File: src/rv32_int_config.svh
// Width and count macros for the RV32I integer pipeline
`ifndef RV32_INT_CONFIG_SVH
`define RV32_INT_CONFIG_SVH

// Data word width
`define RV_XLEN 32

// Register index width
`define RV_REG_IDX_W 5

// Architectural register count
`define RV_REG_COUNT 32

// Shift amount width taken from operand 2
`define RV_SHAMT_W 5

`endif

File: src/rv32_int_pkg.sv
// Opcode, ALU operation, operand source and immediate format enums
package rv32_int_pkg;

    // Major opcode, instruction bits 6 to 2
    // Anything not listed here decodes as illegal
    typedef enum logic [4:0] {
        // Register-register ALU ops
        OPCODE_OP     = 5'b01100,
        // Register-immediate ALU ops
        OPCODE_OP_IMM = 5'b00100,
        // Load upper immediate
        OPCODE_LUI    = 5'b01101,
        // Add upper immediate to pc
        OPCODE_AUIPC  = 5'b00101
    } opcode_e;

    // ALU operations
    typedef enum logic [3:0] {
        ALU_OP_ADD  = 4'd0,
        ALU_OP_SUB  = 4'd1,
        // Logical left shift
        ALU_OP_SLL  = 4'd2,
        // Signed less-than
        ALU_OP_SLT  = 4'd3,
        // Unsigned less-than
        ALU_OP_SLTU = 4'd4,
        ALU_OP_XOR  = 4'd5,
        // Logical right shift
        ALU_OP_SRL  = 4'd6,
        // Arithmetic right shift
        ALU_OP_SRA  = 4'd7,
        ALU_OP_OR   = 4'd8,
        ALU_OP_AND  = 4'd9
    } alu_op_e;

    // First ALU operand source
    typedef enum logic [1:0] {
        // Register rs1 after forwarding
        OP1_SRC_RS1  = 2'd0,
        // Instruction pc, for AUIPC
        OP1_SRC_PC   = 2'd1,
        // Constant zero, for LUI
        OP1_SRC_ZERO = 2'd2
    } op1_src_e;

    // Second ALU operand source
    typedef enum logic [0:0] {
        // Register rs2 after forwarding
        OP2_SRC_RS2 = 1'b0,
        // Decoded immediate
        OP2_SRC_IMM = 1'b1
    } op2_src_e;

    // Immediate format
    // Only I and U survive in this subset
    typedef enum logic [1:0] {
        // No immediate, value forced to zero
        IMM_FORMAT_NONE = 2'd0,
        // Sign-extended bits 31 to 20
        IMM_FORMAT_I    = 2'd1,
        // Bits 31 to 12 with low bits zero
        IMM_FORMAT_U    = 2'd2
    } imm_format_e;

endpackage

File: src/decode_stage.sv
// Decode stage with input flops, immediate generation and control decode
`timescale 1ns/1ns
`include "rv32_int_config.svh"

module decode_stage (
    input  logic                       clk,
    input  logic                       rst_n,
    // Fetch side
    input  logic                       instr_valid,
    input  logic [31:0]                instr,
    input  logic [`RV_XLEN-1:0]        pc,
    // Hazard levels
    input  logic                       stall,
    input  logic                       flush,
    // Register file read ports
    output logic [`RV_REG_IDX_W-1:0]   rs1_idx,
    output logic [`RV_REG_IDX_W-1:0]   rs2_idx,
    input  logic [`RV_XLEN-1:0]        rs1_val,
    input  logic [`RV_XLEN-1:0]        rs2_val,
    // To execute
    output logic                       d_valid,
    output logic [`RV_XLEN-1:0]        d_pc,
    output logic [`RV_REG_IDX_W-1:0]   d_rd_idx,
    output logic                       d_rd_we,
    output logic [`RV_REG_IDX_W-1:0]   d_rs1_idx,
    output logic [`RV_REG_IDX_W-1:0]   d_rs2_idx,
    output logic [`RV_XLEN-1:0]        d_rs1_val,
    output logic [`RV_XLEN-1:0]        d_rs2_val,
    output logic [`RV_XLEN-1:0]        d_imm,
    output rv32_int_pkg::op1_src_e     d_op1_src,
    output rv32_int_pkg::op2_src_e     d_op2_src,
    output rv32_int_pkg::alu_op_e      d_alu_op,
    output logic                       d_illegal
);

    logic                          ff_valid;
    logic [31:0]                   ff_instr;
    logic [`RV_XLEN-1:0]           ff_pc;
    rv32_int_pkg::opcode_e         opcode;
    logic [2:0]                    funct3;
    logic                          funct7_b5;
    logic [`RV_REG_IDX_W-1:0]      rd_idx;
    rv32_int_pkg::imm_format_e     imm_format;
    logic [`RV_XLEN-1:0]           imm;
    logic                          legal;

    // Valid flop, holds while stalled
    always_ff @(posedge clk) begin
        if (!rst_n) begin
            ff_valid <= 1'b0;
        end else if (!stall) begin
            ff_valid <= instr_valid;
        end
    end

    // Payload flops
    always_ff @(posedge clk) begin
        if (!stall) begin
            ff_instr <= instr;
            ff_pc    <= pc;
        end
    end

    // Flush drops the held instruction, stall delays it
    assign d_valid = ff_valid && !stall && !flush;

    // Field extraction
    assign opcode    = rv32_int_pkg::opcode_e'(ff_instr[6:2]);
    assign funct3    = ff_instr[14:12];
    assign funct7_b5 = ff_instr[30];
    assign rd_idx    = ff_instr[11:7];
    assign rs1_idx   = ff_instr[19:15];
    assign rs2_idx   = ff_instr[24:20];

    // Immediate format from opcode
    always_comb begin
        case (opcode)
            rv32_int_pkg::OPCODE_OP_IMM: imm_format = rv32_int_pkg::IMM_FORMAT_I;
            rv32_int_pkg::OPCODE_LUI,
            rv32_int_pkg::OPCODE_AUIPC:  imm_format = rv32_int_pkg::IMM_FORMAT_U;
            default:                     imm_format = rv32_int_pkg::IMM_FORMAT_NONE;
        endcase
    end

    always_comb begin
        case (imm_format)
            rv32_int_pkg::IMM_FORMAT_I: imm = {{20{ff_instr[31]}}, ff_instr[31:20]};
            rv32_int_pkg::IMM_FORMAT_U: imm = {ff_instr[31:12], 12'b0};
            default:                    imm = '0;
        endcase
    end

    // Control decode
    always_comb begin
        legal     = ff_instr[1:0] == 2'b11;
        d_op1_src = rv32_int_pkg::OP1_SRC_RS1;
        d_op2_src = rv32_int_pkg::OP2_SRC_RS2;
        d_alu_op  = rv32_int_pkg::ALU_OP_ADD;
        case (opcode)
            rv32_int_pkg::OPCODE_OP,
            rv32_int_pkg::OPCODE_OP_IMM: begin
                if (opcode == rv32_int_pkg::OPCODE_OP_IMM) begin
                    d_op2_src = rv32_int_pkg::OP2_SRC_IMM;
                end
                case (funct3)
                    // SUB only exists in the register form
                    3'b000: d_alu_op = (funct7_b5 && opcode == rv32_int_pkg::OPCODE_OP) ?
                                       rv32_int_pkg::ALU_OP_SUB : rv32_int_pkg::ALU_OP_ADD;
                    3'b001: d_alu_op = rv32_int_pkg::ALU_OP_SLL;
                    3'b010: d_alu_op = rv32_int_pkg::ALU_OP_SLT;
                    3'b011: d_alu_op = rv32_int_pkg::ALU_OP_SLTU;
                    3'b100: d_alu_op = rv32_int_pkg::ALU_OP_XOR;
                    3'b101: d_alu_op = funct7_b5 ? rv32_int_pkg::ALU_OP_SRA :
                                                   rv32_int_pkg::ALU_OP_SRL;
                    3'b110: d_alu_op = rv32_int_pkg::ALU_OP_OR;
                    default: d_alu_op = rv32_int_pkg::ALU_OP_AND;
                endcase
            end
            rv32_int_pkg::OPCODE_LUI: begin
                d_op1_src = rv32_int_pkg::OP1_SRC_ZERO;
                d_op2_src = rv32_int_pkg::OP2_SRC_IMM;
            end
            rv32_int_pkg::OPCODE_AUIPC: begin
                d_op1_src = rv32_int_pkg::OP1_SRC_PC;
                d_op2_src = rv32_int_pkg::OP2_SRC_IMM;
            end
            default: legal = 1'b0;
        endcase
    end

    // Outputs to execute
    // Writes to x0 are suppressed here so forwarding never matches x0
    assign d_rd_we   = legal && (rd_idx != '0);
    assign d_illegal = !legal;
    assign d_pc      = ff_pc;
    assign d_rd_idx  = rd_idx;
    assign d_rs1_idx = rs1_idx;
    assign d_rs2_idx = rs2_idx;
    assign d_rs1_val = rs1_val;
    assign d_rs2_val = rs2_val;
    assign d_imm     = imm;

endmodule

File: src/execute_stage.sv
// Execute stage with decode register, operand forwarding and ALU
`timescale 1ns/1ns
`include "rv32_int_config.svh"

module execute_stage (
    input  logic                       clk,
    input  logic                       rst_n,
    // From decode
    input  logic                       d_valid,
    input  logic [`RV_XLEN-1:0]        d_pc,
    input  logic [`RV_REG_IDX_W-1:0]   d_rd_idx,
    input  logic                       d_rd_we,
    input  logic [`RV_REG_IDX_W-1:0]   d_rs1_idx,
    input  logic [`RV_REG_IDX_W-1:0]   d_rs2_idx,
    input  logic [`RV_XLEN-1:0]        d_rs1_val,
    input  logic [`RV_XLEN-1:0]        d_rs2_val,
    input  logic [`RV_XLEN-1:0]        d_imm,
    input  rv32_int_pkg::op1_src_e     d_op1_src,
    input  rv32_int_pkg::op2_src_e     d_op2_src,
    input  rv32_int_pkg::alu_op_e      d_alu_op,
    input  logic                       d_illegal,
    // Forwarding from result
    input  logic                       wb_we,
    input  logic [`RV_REG_IDX_W-1:0]   wb_rd_idx,
    input  logic [`RV_XLEN-1:0]        wb_data,
    // To result
    output logic                       e_valid,
    output logic [`RV_XLEN-1:0]        e_pc,
    output logic [`RV_REG_IDX_W-1:0]   e_rd_idx,
    output logic                       e_rd_we,
    output logic [`RV_XLEN-1:0]        e_result,
    output logic                       e_illegal
);

    logic [`RV_REG_IDX_W-1:0]   ex_rs1_idx;
    logic [`RV_REG_IDX_W-1:0]   ex_rs2_idx;
    logic [`RV_XLEN-1:0]        ex_rs1_val;
    logic [`RV_XLEN-1:0]        ex_rs2_val;
    logic [`RV_XLEN-1:0]        ex_imm;
    rv32_int_pkg::op1_src_e     ex_op1_src;
    rv32_int_pkg::op2_src_e     ex_op2_src;
    rv32_int_pkg::alu_op_e      ex_alu_op;
    logic [`RV_XLEN-1:0]        fwd_rs1;
    logic [`RV_XLEN-1:0]        fwd_rs2;
    logic [`RV_XLEN-1:0]        op1;
    logic [`RV_XLEN-1:0]        op2;
    logic [`RV_SHAMT_W-1:0]     shamt;

    // Valid bit
    always_ff @(posedge clk) begin
        if (!rst_n) begin
            e_valid <= 1'b0;
        end else begin
            e_valid <= d_valid;
        end
    end

    // Payload, qualified by e_valid downstream
    always_ff @(posedge clk) begin
        e_pc       <= d_pc;
        e_rd_idx   <= d_rd_idx;
        e_rd_we    <= d_rd_we;
        e_illegal  <= d_illegal;
        ex_rs1_idx <= d_rs1_idx;
        ex_rs2_idx <= d_rs2_idx;
        ex_rs1_val <= d_rs1_val;
        ex_rs2_val <= d_rs2_val;
        ex_imm     <= d_imm;
        ex_op1_src <= d_op1_src;
        ex_op2_src <= d_op2_src;
        ex_alu_op  <= d_alu_op;
    end

    // Previous instruction's result bypasses the stale register file read
    assign fwd_rs1 = (wb_we && wb_rd_idx == ex_rs1_idx) ? wb_data : ex_rs1_val;
    assign fwd_rs2 = (wb_we && wb_rd_idx == ex_rs2_idx) ? wb_data : ex_rs2_val;

    // Operand selection
    always_comb begin
        case (ex_op1_src)
            rv32_int_pkg::OP1_SRC_PC:   op1 = e_pc;
            rv32_int_pkg::OP1_SRC_ZERO: op1 = '0;
            default:                    op1 = fwd_rs1;
        endcase
        op2 = (ex_op2_src == rv32_int_pkg::OP2_SRC_IMM) ? ex_imm : fwd_rs2;
    end

    assign shamt = op2[`RV_SHAMT_W-1:0];

    // ALU
    always_comb begin
        case (ex_alu_op)
            rv32_int_pkg::ALU_OP_SUB:  e_result = op1 - op2;
            rv32_int_pkg::ALU_OP_SLL:  e_result = op1 << shamt;
            rv32_int_pkg::ALU_OP_SLT:  e_result = {31'b0, $signed(op1) < $signed(op2)};
            rv32_int_pkg::ALU_OP_SLTU: e_result = {31'b0, op1 < op2};
            rv32_int_pkg::ALU_OP_XOR:  e_result = op1 ^ op2;
            rv32_int_pkg::ALU_OP_SRL:  e_result = op1 >> shamt;
            rv32_int_pkg::ALU_OP_SRA:  e_result = $signed(op1) >>> shamt;
            rv32_int_pkg::ALU_OP_OR:   e_result = op1 | op2;
            rv32_int_pkg::ALU_OP_AND:  e_result = op1 & op2;
            default:                   e_result = op1 + op2;
        endcase
    end

endmodule

File: src/result_stage.sv
// Result stage with retirement register and 32-entry register file
`timescale 1ns/1ns
`include "rv32_int_config.svh"

module result_stage (
    input  logic                       clk,
    input  logic                       rst_n,
    // From execute
    input  logic                       e_valid,
    input  logic [`RV_XLEN-1:0]        e_pc,
    input  logic [`RV_REG_IDX_W-1:0]   e_rd_idx,
    input  logic                       e_rd_we,
    input  logic [`RV_XLEN-1:0]        e_result,
    input  logic                       e_illegal,
    // Read ports for decode
    input  logic [`RV_REG_IDX_W-1:0]   rs1_idx,
    input  logic [`RV_REG_IDX_W-1:0]   rs2_idx,
    output logic [`RV_XLEN-1:0]        rs1_val,
    output logic [`RV_XLEN-1:0]        rs2_val,
    // Retirement
    output logic                       wb_valid,
    output logic [`RV_XLEN-1:0]        wb_pc,
    output logic [`RV_REG_IDX_W-1:0]   wb_rd_idx,
    output logic                       wb_we,
    output logic [`RV_XLEN-1:0]        wb_data,
    output logic                       wb_illegal
);

    logic [`RV_XLEN-1:0] regs [`RV_REG_COUNT];

    // Retirement control
    always_ff @(posedge clk) begin
        if (!rst_n) begin
            wb_valid <= 1'b0;
            wb_we    <= 1'b0;
        end else begin
            wb_valid <= e_valid;
            wb_we    <= e_valid && e_rd_we;
        end
    end

    // Retirement payload
    always_ff @(posedge clk) begin
        wb_pc      <= e_pc;
        wb_rd_idx  <= e_rd_idx;
        wb_data    <= e_result;
        wb_illegal <= e_illegal;
    end

    // Register file, written on the same edge as the retirement register
    // x0 stays zero since decode never enables a write to it
    always_ff @(posedge clk) begin
        if (!rst_n) begin
            for (int i = 0; i < `RV_REG_COUNT; i++) begin
                regs[i] <= '0;
            end
        end else if (e_valid && e_rd_we) begin
            regs[e_rd_idx] <= e_result;
        end
    end

    // Combinational reads
    assign rs1_val = regs[rs1_idx];
    assign rs2_val = regs[rs2_idx];

endmodule

File: src/rv32_int_pipe.sv
// Top level connecting decode, execute and result stages
`timescale 1ns/1ns
`include "rv32_int_config.svh"

module rv32_int_pipe (
    input  logic                       clk,
    input  logic                       rst_n,
    // Instruction input
    input  logic                       instr_valid,
    input  logic [31:0]                instr,
    input  logic [`RV_XLEN-1:0]        pc,
    input  logic                       stall,
    input  logic                       flush,
    // Retirement report
    output logic                       wb_valid,
    output logic [`RV_XLEN-1:0]        wb_pc,
    output logic [`RV_REG_IDX_W-1:0]   wb_rd_idx,
    output logic                       wb_we,
    output logic [`RV_XLEN-1:0]        wb_data,
    output logic                       wb_illegal
);

    // Register file read path
    logic [`RV_REG_IDX_W-1:0]   rs1_idx;
    logic [`RV_REG_IDX_W-1:0]   rs2_idx;
    logic [`RV_XLEN-1:0]        rs1_val;
    logic [`RV_XLEN-1:0]        rs2_val;
    // Decode to execute
    logic                       d_valid;
    logic [`RV_XLEN-1:0]        d_pc;
    logic [`RV_REG_IDX_W-1:0]   d_rd_idx;
    logic                       d_rd_we;
    logic [`RV_REG_IDX_W-1:0]   d_rs1_idx;
    logic [`RV_REG_IDX_W-1:0]   d_rs2_idx;
    logic [`RV_XLEN-1:0]        d_rs1_val;
    logic [`RV_XLEN-1:0]        d_rs2_val;
    logic [`RV_XLEN-1:0]        d_imm;
    rv32_int_pkg::op1_src_e     d_op1_src;
    rv32_int_pkg::op2_src_e     d_op2_src;
    rv32_int_pkg::alu_op_e      d_alu_op;
    logic                       d_illegal;
    // Execute to result
    logic                       e_valid;
    logic [`RV_XLEN-1:0]        e_pc;
    logic [`RV_REG_IDX_W-1:0]   e_rd_idx;
    logic                       e_rd_we;
    logic [`RV_XLEN-1:0]        e_result;
    logic                       e_illegal;

    decode_stage i_decode_stage (.*);

    execute_stage i_execute_stage (.*);

    result_stage i_result_stage (.*);

endmodule

File: config.mk
export PLATFORM = sky130hd
export DESIGN_NAME = rv32_int_pipe
export DESIGN_NICKNAME = d
export VERILOG_FILES = /design/src/rv32_int_pkg.sv /design/src/decode_stage.sv /design/src/execute_stage.sv /design/src/result_stage.sv /design/src/rv32_int_pipe.sv
export VERILOG_INCLUDE_DIRS = /design/src /design/src/src
export SDC_FILE = /design/constraint.sdc
export NUM_CORES = 2
export LEC_CHECK = 0
export ABC_CLOCK_PERIOD_IN_PS = 9700
export BUFFER_PORTS_ARGS = -buffer_cell sky130_fd_sc_hd__buf_4
export CAP_MARGIN = 20
export CORE_MARGIN = 2
export CORE_UTILIZATION = 45
export DETAILED_ROUTE_END_ITERATION = 16
export SETUP_SLACK_MARGIN = 0.5
export SKIP_CTS_REPAIR_TIMING = 1
export SLEW_MARGIN = 25
export SYNTH_ARGS = -nofsm -noshare
export SYNTH_HDL_FRONTEND = slang
export SYNTH_SLANG_ARGS = --single-unit
File: constraint.sdc
create_clock -name clk -period 9.7 [get_ports clk]
set_input_delay 0.485 -clock clk [delete_from_list [all_inputs] [get_ports clk]]
set_output_delay 0.485 -clock clk [all_outputs]
set_load 0.02 [all_outputs]
; ---- Word-level counts from Yosys, hierarchy flattened
; Memory sizes are Yosys's and may differ from the RTL's. A register that Yosys moved wholly into a read port is not among the register bits.
; Index checks and enable logic that the tools add are counted.
[totals]
reg_bits = 226
latch_bits = 0
ramBits = 1024
rom_bits = 0
input_bits = 69
output_inout_bits = 72
wordCells = 94
n_memories = 1
[mem_list]
columns = name, depth, word_bits, read_ports, rd_clocked_by_memory_dff, wr, line
row1 = i_result_stage.regs, 32, 32, 2, 2, 32, result_stage.sv:29  ; logic [`RV_XLEN-1:0] regs [`RV_REG_COUNT];
[classes]
n_addsub = 2
multipliers = 0
n_div = 0
n_lt_le_gt_ge = 2
n_eq_ne = 26
shifts = 3
n_mux = 21
n_bitwise = 3
n_reduce_logical = 16
[ops]
columns = operator, count
row1 = 32-bit case mux with 9 select lines, 1
row2 = 32-bit 2-to-1 mux, 4
row3 = 32-bit case mux with 2 select lines, 2
row4 = 32-bit < comparator, 2
row5 = 32-bit adder, 1
row6 = 32-bit AND, 1
row7 = 32-bit bitwise OR, 1
row8 = 32-bit OR reduction, 1
row9 = 32-bit by 5-bit << shifter with 32-bit output, 1
row10 = 32-bit by 5-bit >> shifter with 32-bit output, 1
row11 = 32-bit by 5-bit >>> shifter with 32-bit output, 1
row12 = 32-bit subtractor, 1
row13 = 32-bit bitwise XOR, 1
row14 = 4-bit case mux with 7 select lines, 1
row15 = 4-bit by 3-bit == test with 1-bit output (second input constant), 4
row16 = 5-bit by 3-bit == test with 1-bit output (second input constant), 2
row17 = 5-bit by 4-bit == test with 1-bit output (second input constant), 2
row18 = 5-bit == test, 2
row19 = 3-bit == test (second input constant), 3
row20 = 1-bit 2-to-1 mux, 9
row21 = 4-bit by 2-bit == test with 1-bit output (second input constant), 2
row22 = 4-bit == test (second input constant), 2
row23 = 2-bit case mux with 2 select lines, 2
row24 = 1-bit logical AND, 7
row25 = 12 further kinds, 19

; ---- Longest topological paths before layout
[depth]
depth_word = 7
ltp_mapped = 25
mapped_depth_nobuf = 20

; ---- By module
; A second synthesis with hierarchy kept.
[hier_totals]
hier_cells = 6652
area_unflattened_um2 = 73945.9
[by_module_without_submodules]
columns = mod, instances, cells_per_inst, area_each_um2, seq_area_each_um2
row1 = result_stage, 1, 4720, 57446.3, 32190.9
row2 = execute_stage, 1, 1706, 13411.6, 3062.9
row3 = decode_stage, 1, 226, 3088.0, 1941.9

; ---- Worst setup path after synthesis
; OpenSTA, ideal clock, no wires.
[synth_timing]
path_kind = reg2reg
start = register i_result_stage.wb_rd_idx[0]
end = memory i_result_stage.regs[0][27] in the netlist's numbering, data pin
setup_ns = 0.265
t_arrival_ns = 5.245
t_required_ns = 9.435
slack_ns = 4.190
path_stages_with_launch = 21
path_buffers = 4
period_less_slack_ns = 5.510
path_cell_list = dfxtp_1 > xnor2_1 > nand4_1 > buf_2 > nor2_1 > clkbuf_1 > mux2i_1 > o21ai_0 > ha_1 > clkbuf_1 > nor4_1 > nand4_1 > a21oi_1 > o2111ai_1 > a2111o_1 > a21oi_1 > nor2_1 > xor2_1 > a2111oi_4 > buf_6 > nor2_1
[synth_rtl]
columns = element, line
row1 = start: declaration, result_stage.sv:23  ; output logic [`RV_REG_IDX_W-1:0] wb_rd_idx,
row2 = start signal: assignment, result_stage.sv:45  ; wb_rd_idx <= e_rd_idx;
row3 = end: declaration, result_stage.sv:29

==> impl_metrics.py <==
metrics = {
    "pwr": {
        "p_leak_uw": 0.0290,
        "powerDensity_nw_per_um2": 226,
        "peakVddDrop_uv": 196,
    },
    "floorplan": {
        "die-area_sq_um": 160000,
        "io_pins": 141,
        "coreArea_sq_um": 156000,
        "die_height_um": 400,
        "rows": 145,
        "initial_core_util": 0.452,
        "fp.dieW_um": 400,
    },
    "critical_path": {
        "critPathKind": "flop to flop",
        "critPathMaxFanout": 44,
        "critPathCaptureType": "flop",
        "cp_num_buf_inv": 3,
        "crit_path_start_kind": "flop",
        "slowest_stage": "o41ai_1",
        "crit_chain": "xnor2_1, nand4_1, o211ai_2, nand2_4, buf_4, ha_1, inv_1, nor4b_1, nor4b_1, nor2_1, o31ai_1, o41ai_1, a21boi_0, mux2i_1, nor4b_4, buf_4, nor2_1",
        "cp_top_family": "simple AND/OR/NAND/NOR gates",
        "required_ps": 10230,
        "cp.arrival_ps": 7660,
        "crit_path_max_incr_delay_ps": 950,
    },
    "cells_and_area": {
        "area_growth_pct": 12.3,
        "drive_gt1_frac": 0.250,
        "fillers": 13200,
        "final_nets": 5540,
    },
    "yosys": {
        "synth-main-ff-cell": "edfxtp_1",
        "synthCells": 5374,
        "synthTopCellsByArea": "edfxtp_1 (46%), mux4_2 (20%), dfxtp_1 (6.4%)",
        "netlist_top_cells_count": "nor2_1 (1115), edfxtp_1 (1088), mux4_2 (640), clkbuf_1 (289), nand2_1 (233)",
        "synth_top_area_share": 0.464,
        "syn_area_sq_um": 70400,
        "synth_edf_count": 1088,
        "postSynthAreaPerCell_sq_um": 13.1,
        "yosysSeqAreaShare": 0.528,
        "yosysTopAreaCell": "edfxtp_1",
        "synth_cell_type_count": 103,
        "syn-num-nets": 5546,
        "yosysMostFrequentCell": "nor2_1",
        "synth_seq_cells": 1314,
        "yosys_warnings": 0,
        "synth-async-reset-ratio": 0,
    },
    "cts": {
        "h-tree-depth": 4,
        "ctsRootBufferMaster": "clkbuf_16",
        "clkTransAtPathRegs_ps": 60,
        "clock_latency_ps": 820,
        "clockBufferDepth": 3,
        "cts_sinks": 1314,
        "cts_buffers": 144,
        "cts_tree": "built",
    },
    "place": {
        "gp_congestion": 1.09,
        "hpwl_mm": 179,
        "port_buffers": 140,
    },
    "grt": {
        "grt_max_degree": 113,
        "grt_pass1_wl_mm": 403,
        "gr-total-overflow": 0,
        "grt_pass1_vias": 50400,
        "grt.total_usage": 0.367,
        "antenna_found_initial": 20,
    },
    "drt": {
        "first_pass_iters": 8,
        "avgRoutedWirePerCell_um": 38.8,
        "drt-initial-drc-count": 8872,
        "postRouteWirelength_mm": 293,
        "viasPerCell": 6.88,
        "drc": 0,
        "vias": 52000,
        "final_antenna_net_count": 0,
    },
    "sta": {
        "fin_crit_ps": 7130,
        "worst_pin_slew_ps": 1120,
        "fmax_mhz": 140,
        "finalHoldViolCount": 0,
        "final_max_slew_viol_count": 0,
        "worst_hold_slack_ps": 14.9,
        "skew_ps": 35.7,
        "post-route-period-util": 0.735,
        "slew-limit-headroom": 0.245,
        "tns_ps": 0,
        "grt_setup_unrepaired": "no",
        "setup_viol": 0,
    },
    "job": {
        "maxCapViolCount": 0,
    },
    "worst_hold_path": {
        "hold_class": "primary input to flop",
    },
    "run_status": {
        "status": "completed",
    },
}
==> power breakdown <==
part / internal, uW / switching, uW / total, uW / leakage (uW)
clock: 3050 / 2450 / 5500 / 0.00230
combinational: 1640 / 3810 / 5450 / 0.0136
sequential: 6430 / 504 / 6930 / 0.0131
==> state kept, by name, summed over array words and instances, names as in the netlist, 2 cells and up <==
register / count
i_execute_stage.ex_op1_src: 2
i_execute_stage.e_pc: 32
i_result_stage.wb_pc: 32
i_result_stage.wb_data: 32
i_execute_stage.ex_rs2_val: 32
i_execute_stage.ex_rs1_val: 32
i_execute_stage.ex_alu_op: 4
i_execute_stage.ex_rs2_idx: 5
i_execute_stage.e_rd_idx: 5
i_decode_stage.d_pc: 32
i_execute_stage.ex_imm: 32
i_execute_stage.ex_rs1_idx: 5
i_result_stage.regs: 1024
i_result_stage.wb_rd_idx: 5
i_decode_stage.ff_instr: 32
==> final timing paths <==
check	start	endpoint	slack, ps	cells after the start
setup / recovery	i_result_stage.wb_rd_idx[0]	i_result_stage.regs[13][29]	2570	17
hold / removal	stall	i_decode_stage.ff_valid	10	3
setup reg to reg	i_result_stage.wb_rd_idx[0]	i_result_stage.regs[13][29]	2570	17
hold reg to reg	i_decode_stage.d_pc[18]	i_execute_stage.e_pc[18]	330	0
==> final cells by class <==
type                       count  area, sq um  share of cell area
tap                         2058         2570              0.0326
inverter                     142          533             0.00674
clock inverter                59          644             0.00815
multi-input combinational   3401        31000               0.392
clock buffer                 209         4040              0.0511
timing repair buffer         365         3060              0.0387
sequential                  1314        37200               0.471
antenna                       12         30.0            0.000380
==> kinds of logic (layout without fill, tap and decap cells) <==
family,Yosys count,after routing,synth area share
other,0,12,0
buffers and inverters,659,775,0.0399
adders and majority gates,103,103,0.0185
muxes,797,797,0.228
and+or+nand+nor,1566,1566,0.0930
xor gates and xnor gates,36,36,0.00448
AOI/OAI and AO/OA,899,899,0.0875
DFF,1314,1314,0.528
==> placed cells by master (no fill, tap or decap), drive strengths merged, types with 29 or more instances in the layout <==
master | netlist | layout
mux4 | 640 | 640
nor2 | 1116 | 1116
nand2 | 234 | 234
buf | 228 | 298
clkinv | 1 | 45
mux2i | 89 | 89
ha | 101 | 101
a21oi | 221 | 221
a211oi | 52 | 52
nand3 | 29 | 29
mux2 | 68 | 68
o211ai | 110 | 110
o21ai | 165 | 165
dlygate4sd3 | 0 | 67
clkbuf | 289 | 209
inv | 141 | 151
dfxtp | 226 | 226
nor3 | 49 | 49
edfxtp | 1088 | 1088
a21o | 41 | 41
==> worst min-delay path, delay by kind of cell <==
| family | cells | cell delay [ps] |
|---|---|---|
| multiplexers | 1 | 70 |
| buffers and inverters | 1 | 100 |
| AND/OR/NAND/NOR | 1 | 120 |
==> through the flow <==
step                utilization  area [sq um]  worst slack, ps  std cells  power (uW)
global route              0.507         79000             2190       7553       18300
global placement          0.472         73600             2580       7210       12200
floorplan                     -         70400             4190       5374       10000
detailed placement        0.472         73600             2700       7211       12200
finish                    0.507         79000             2570       7560       17900
CTS                       0.502         78300             2680       7479       17600
==> metal layers <==
metal	GRT usage	up-vias	part of all wire
met2	0.556	3816	0.45
met4	0.220	14	0.071
met3	0.0958	873	0.12
met5	0	-	0.00031
li1	-	20600	-
met1	0.476	26700	0.36
Power figures use the tool's default switching activity.
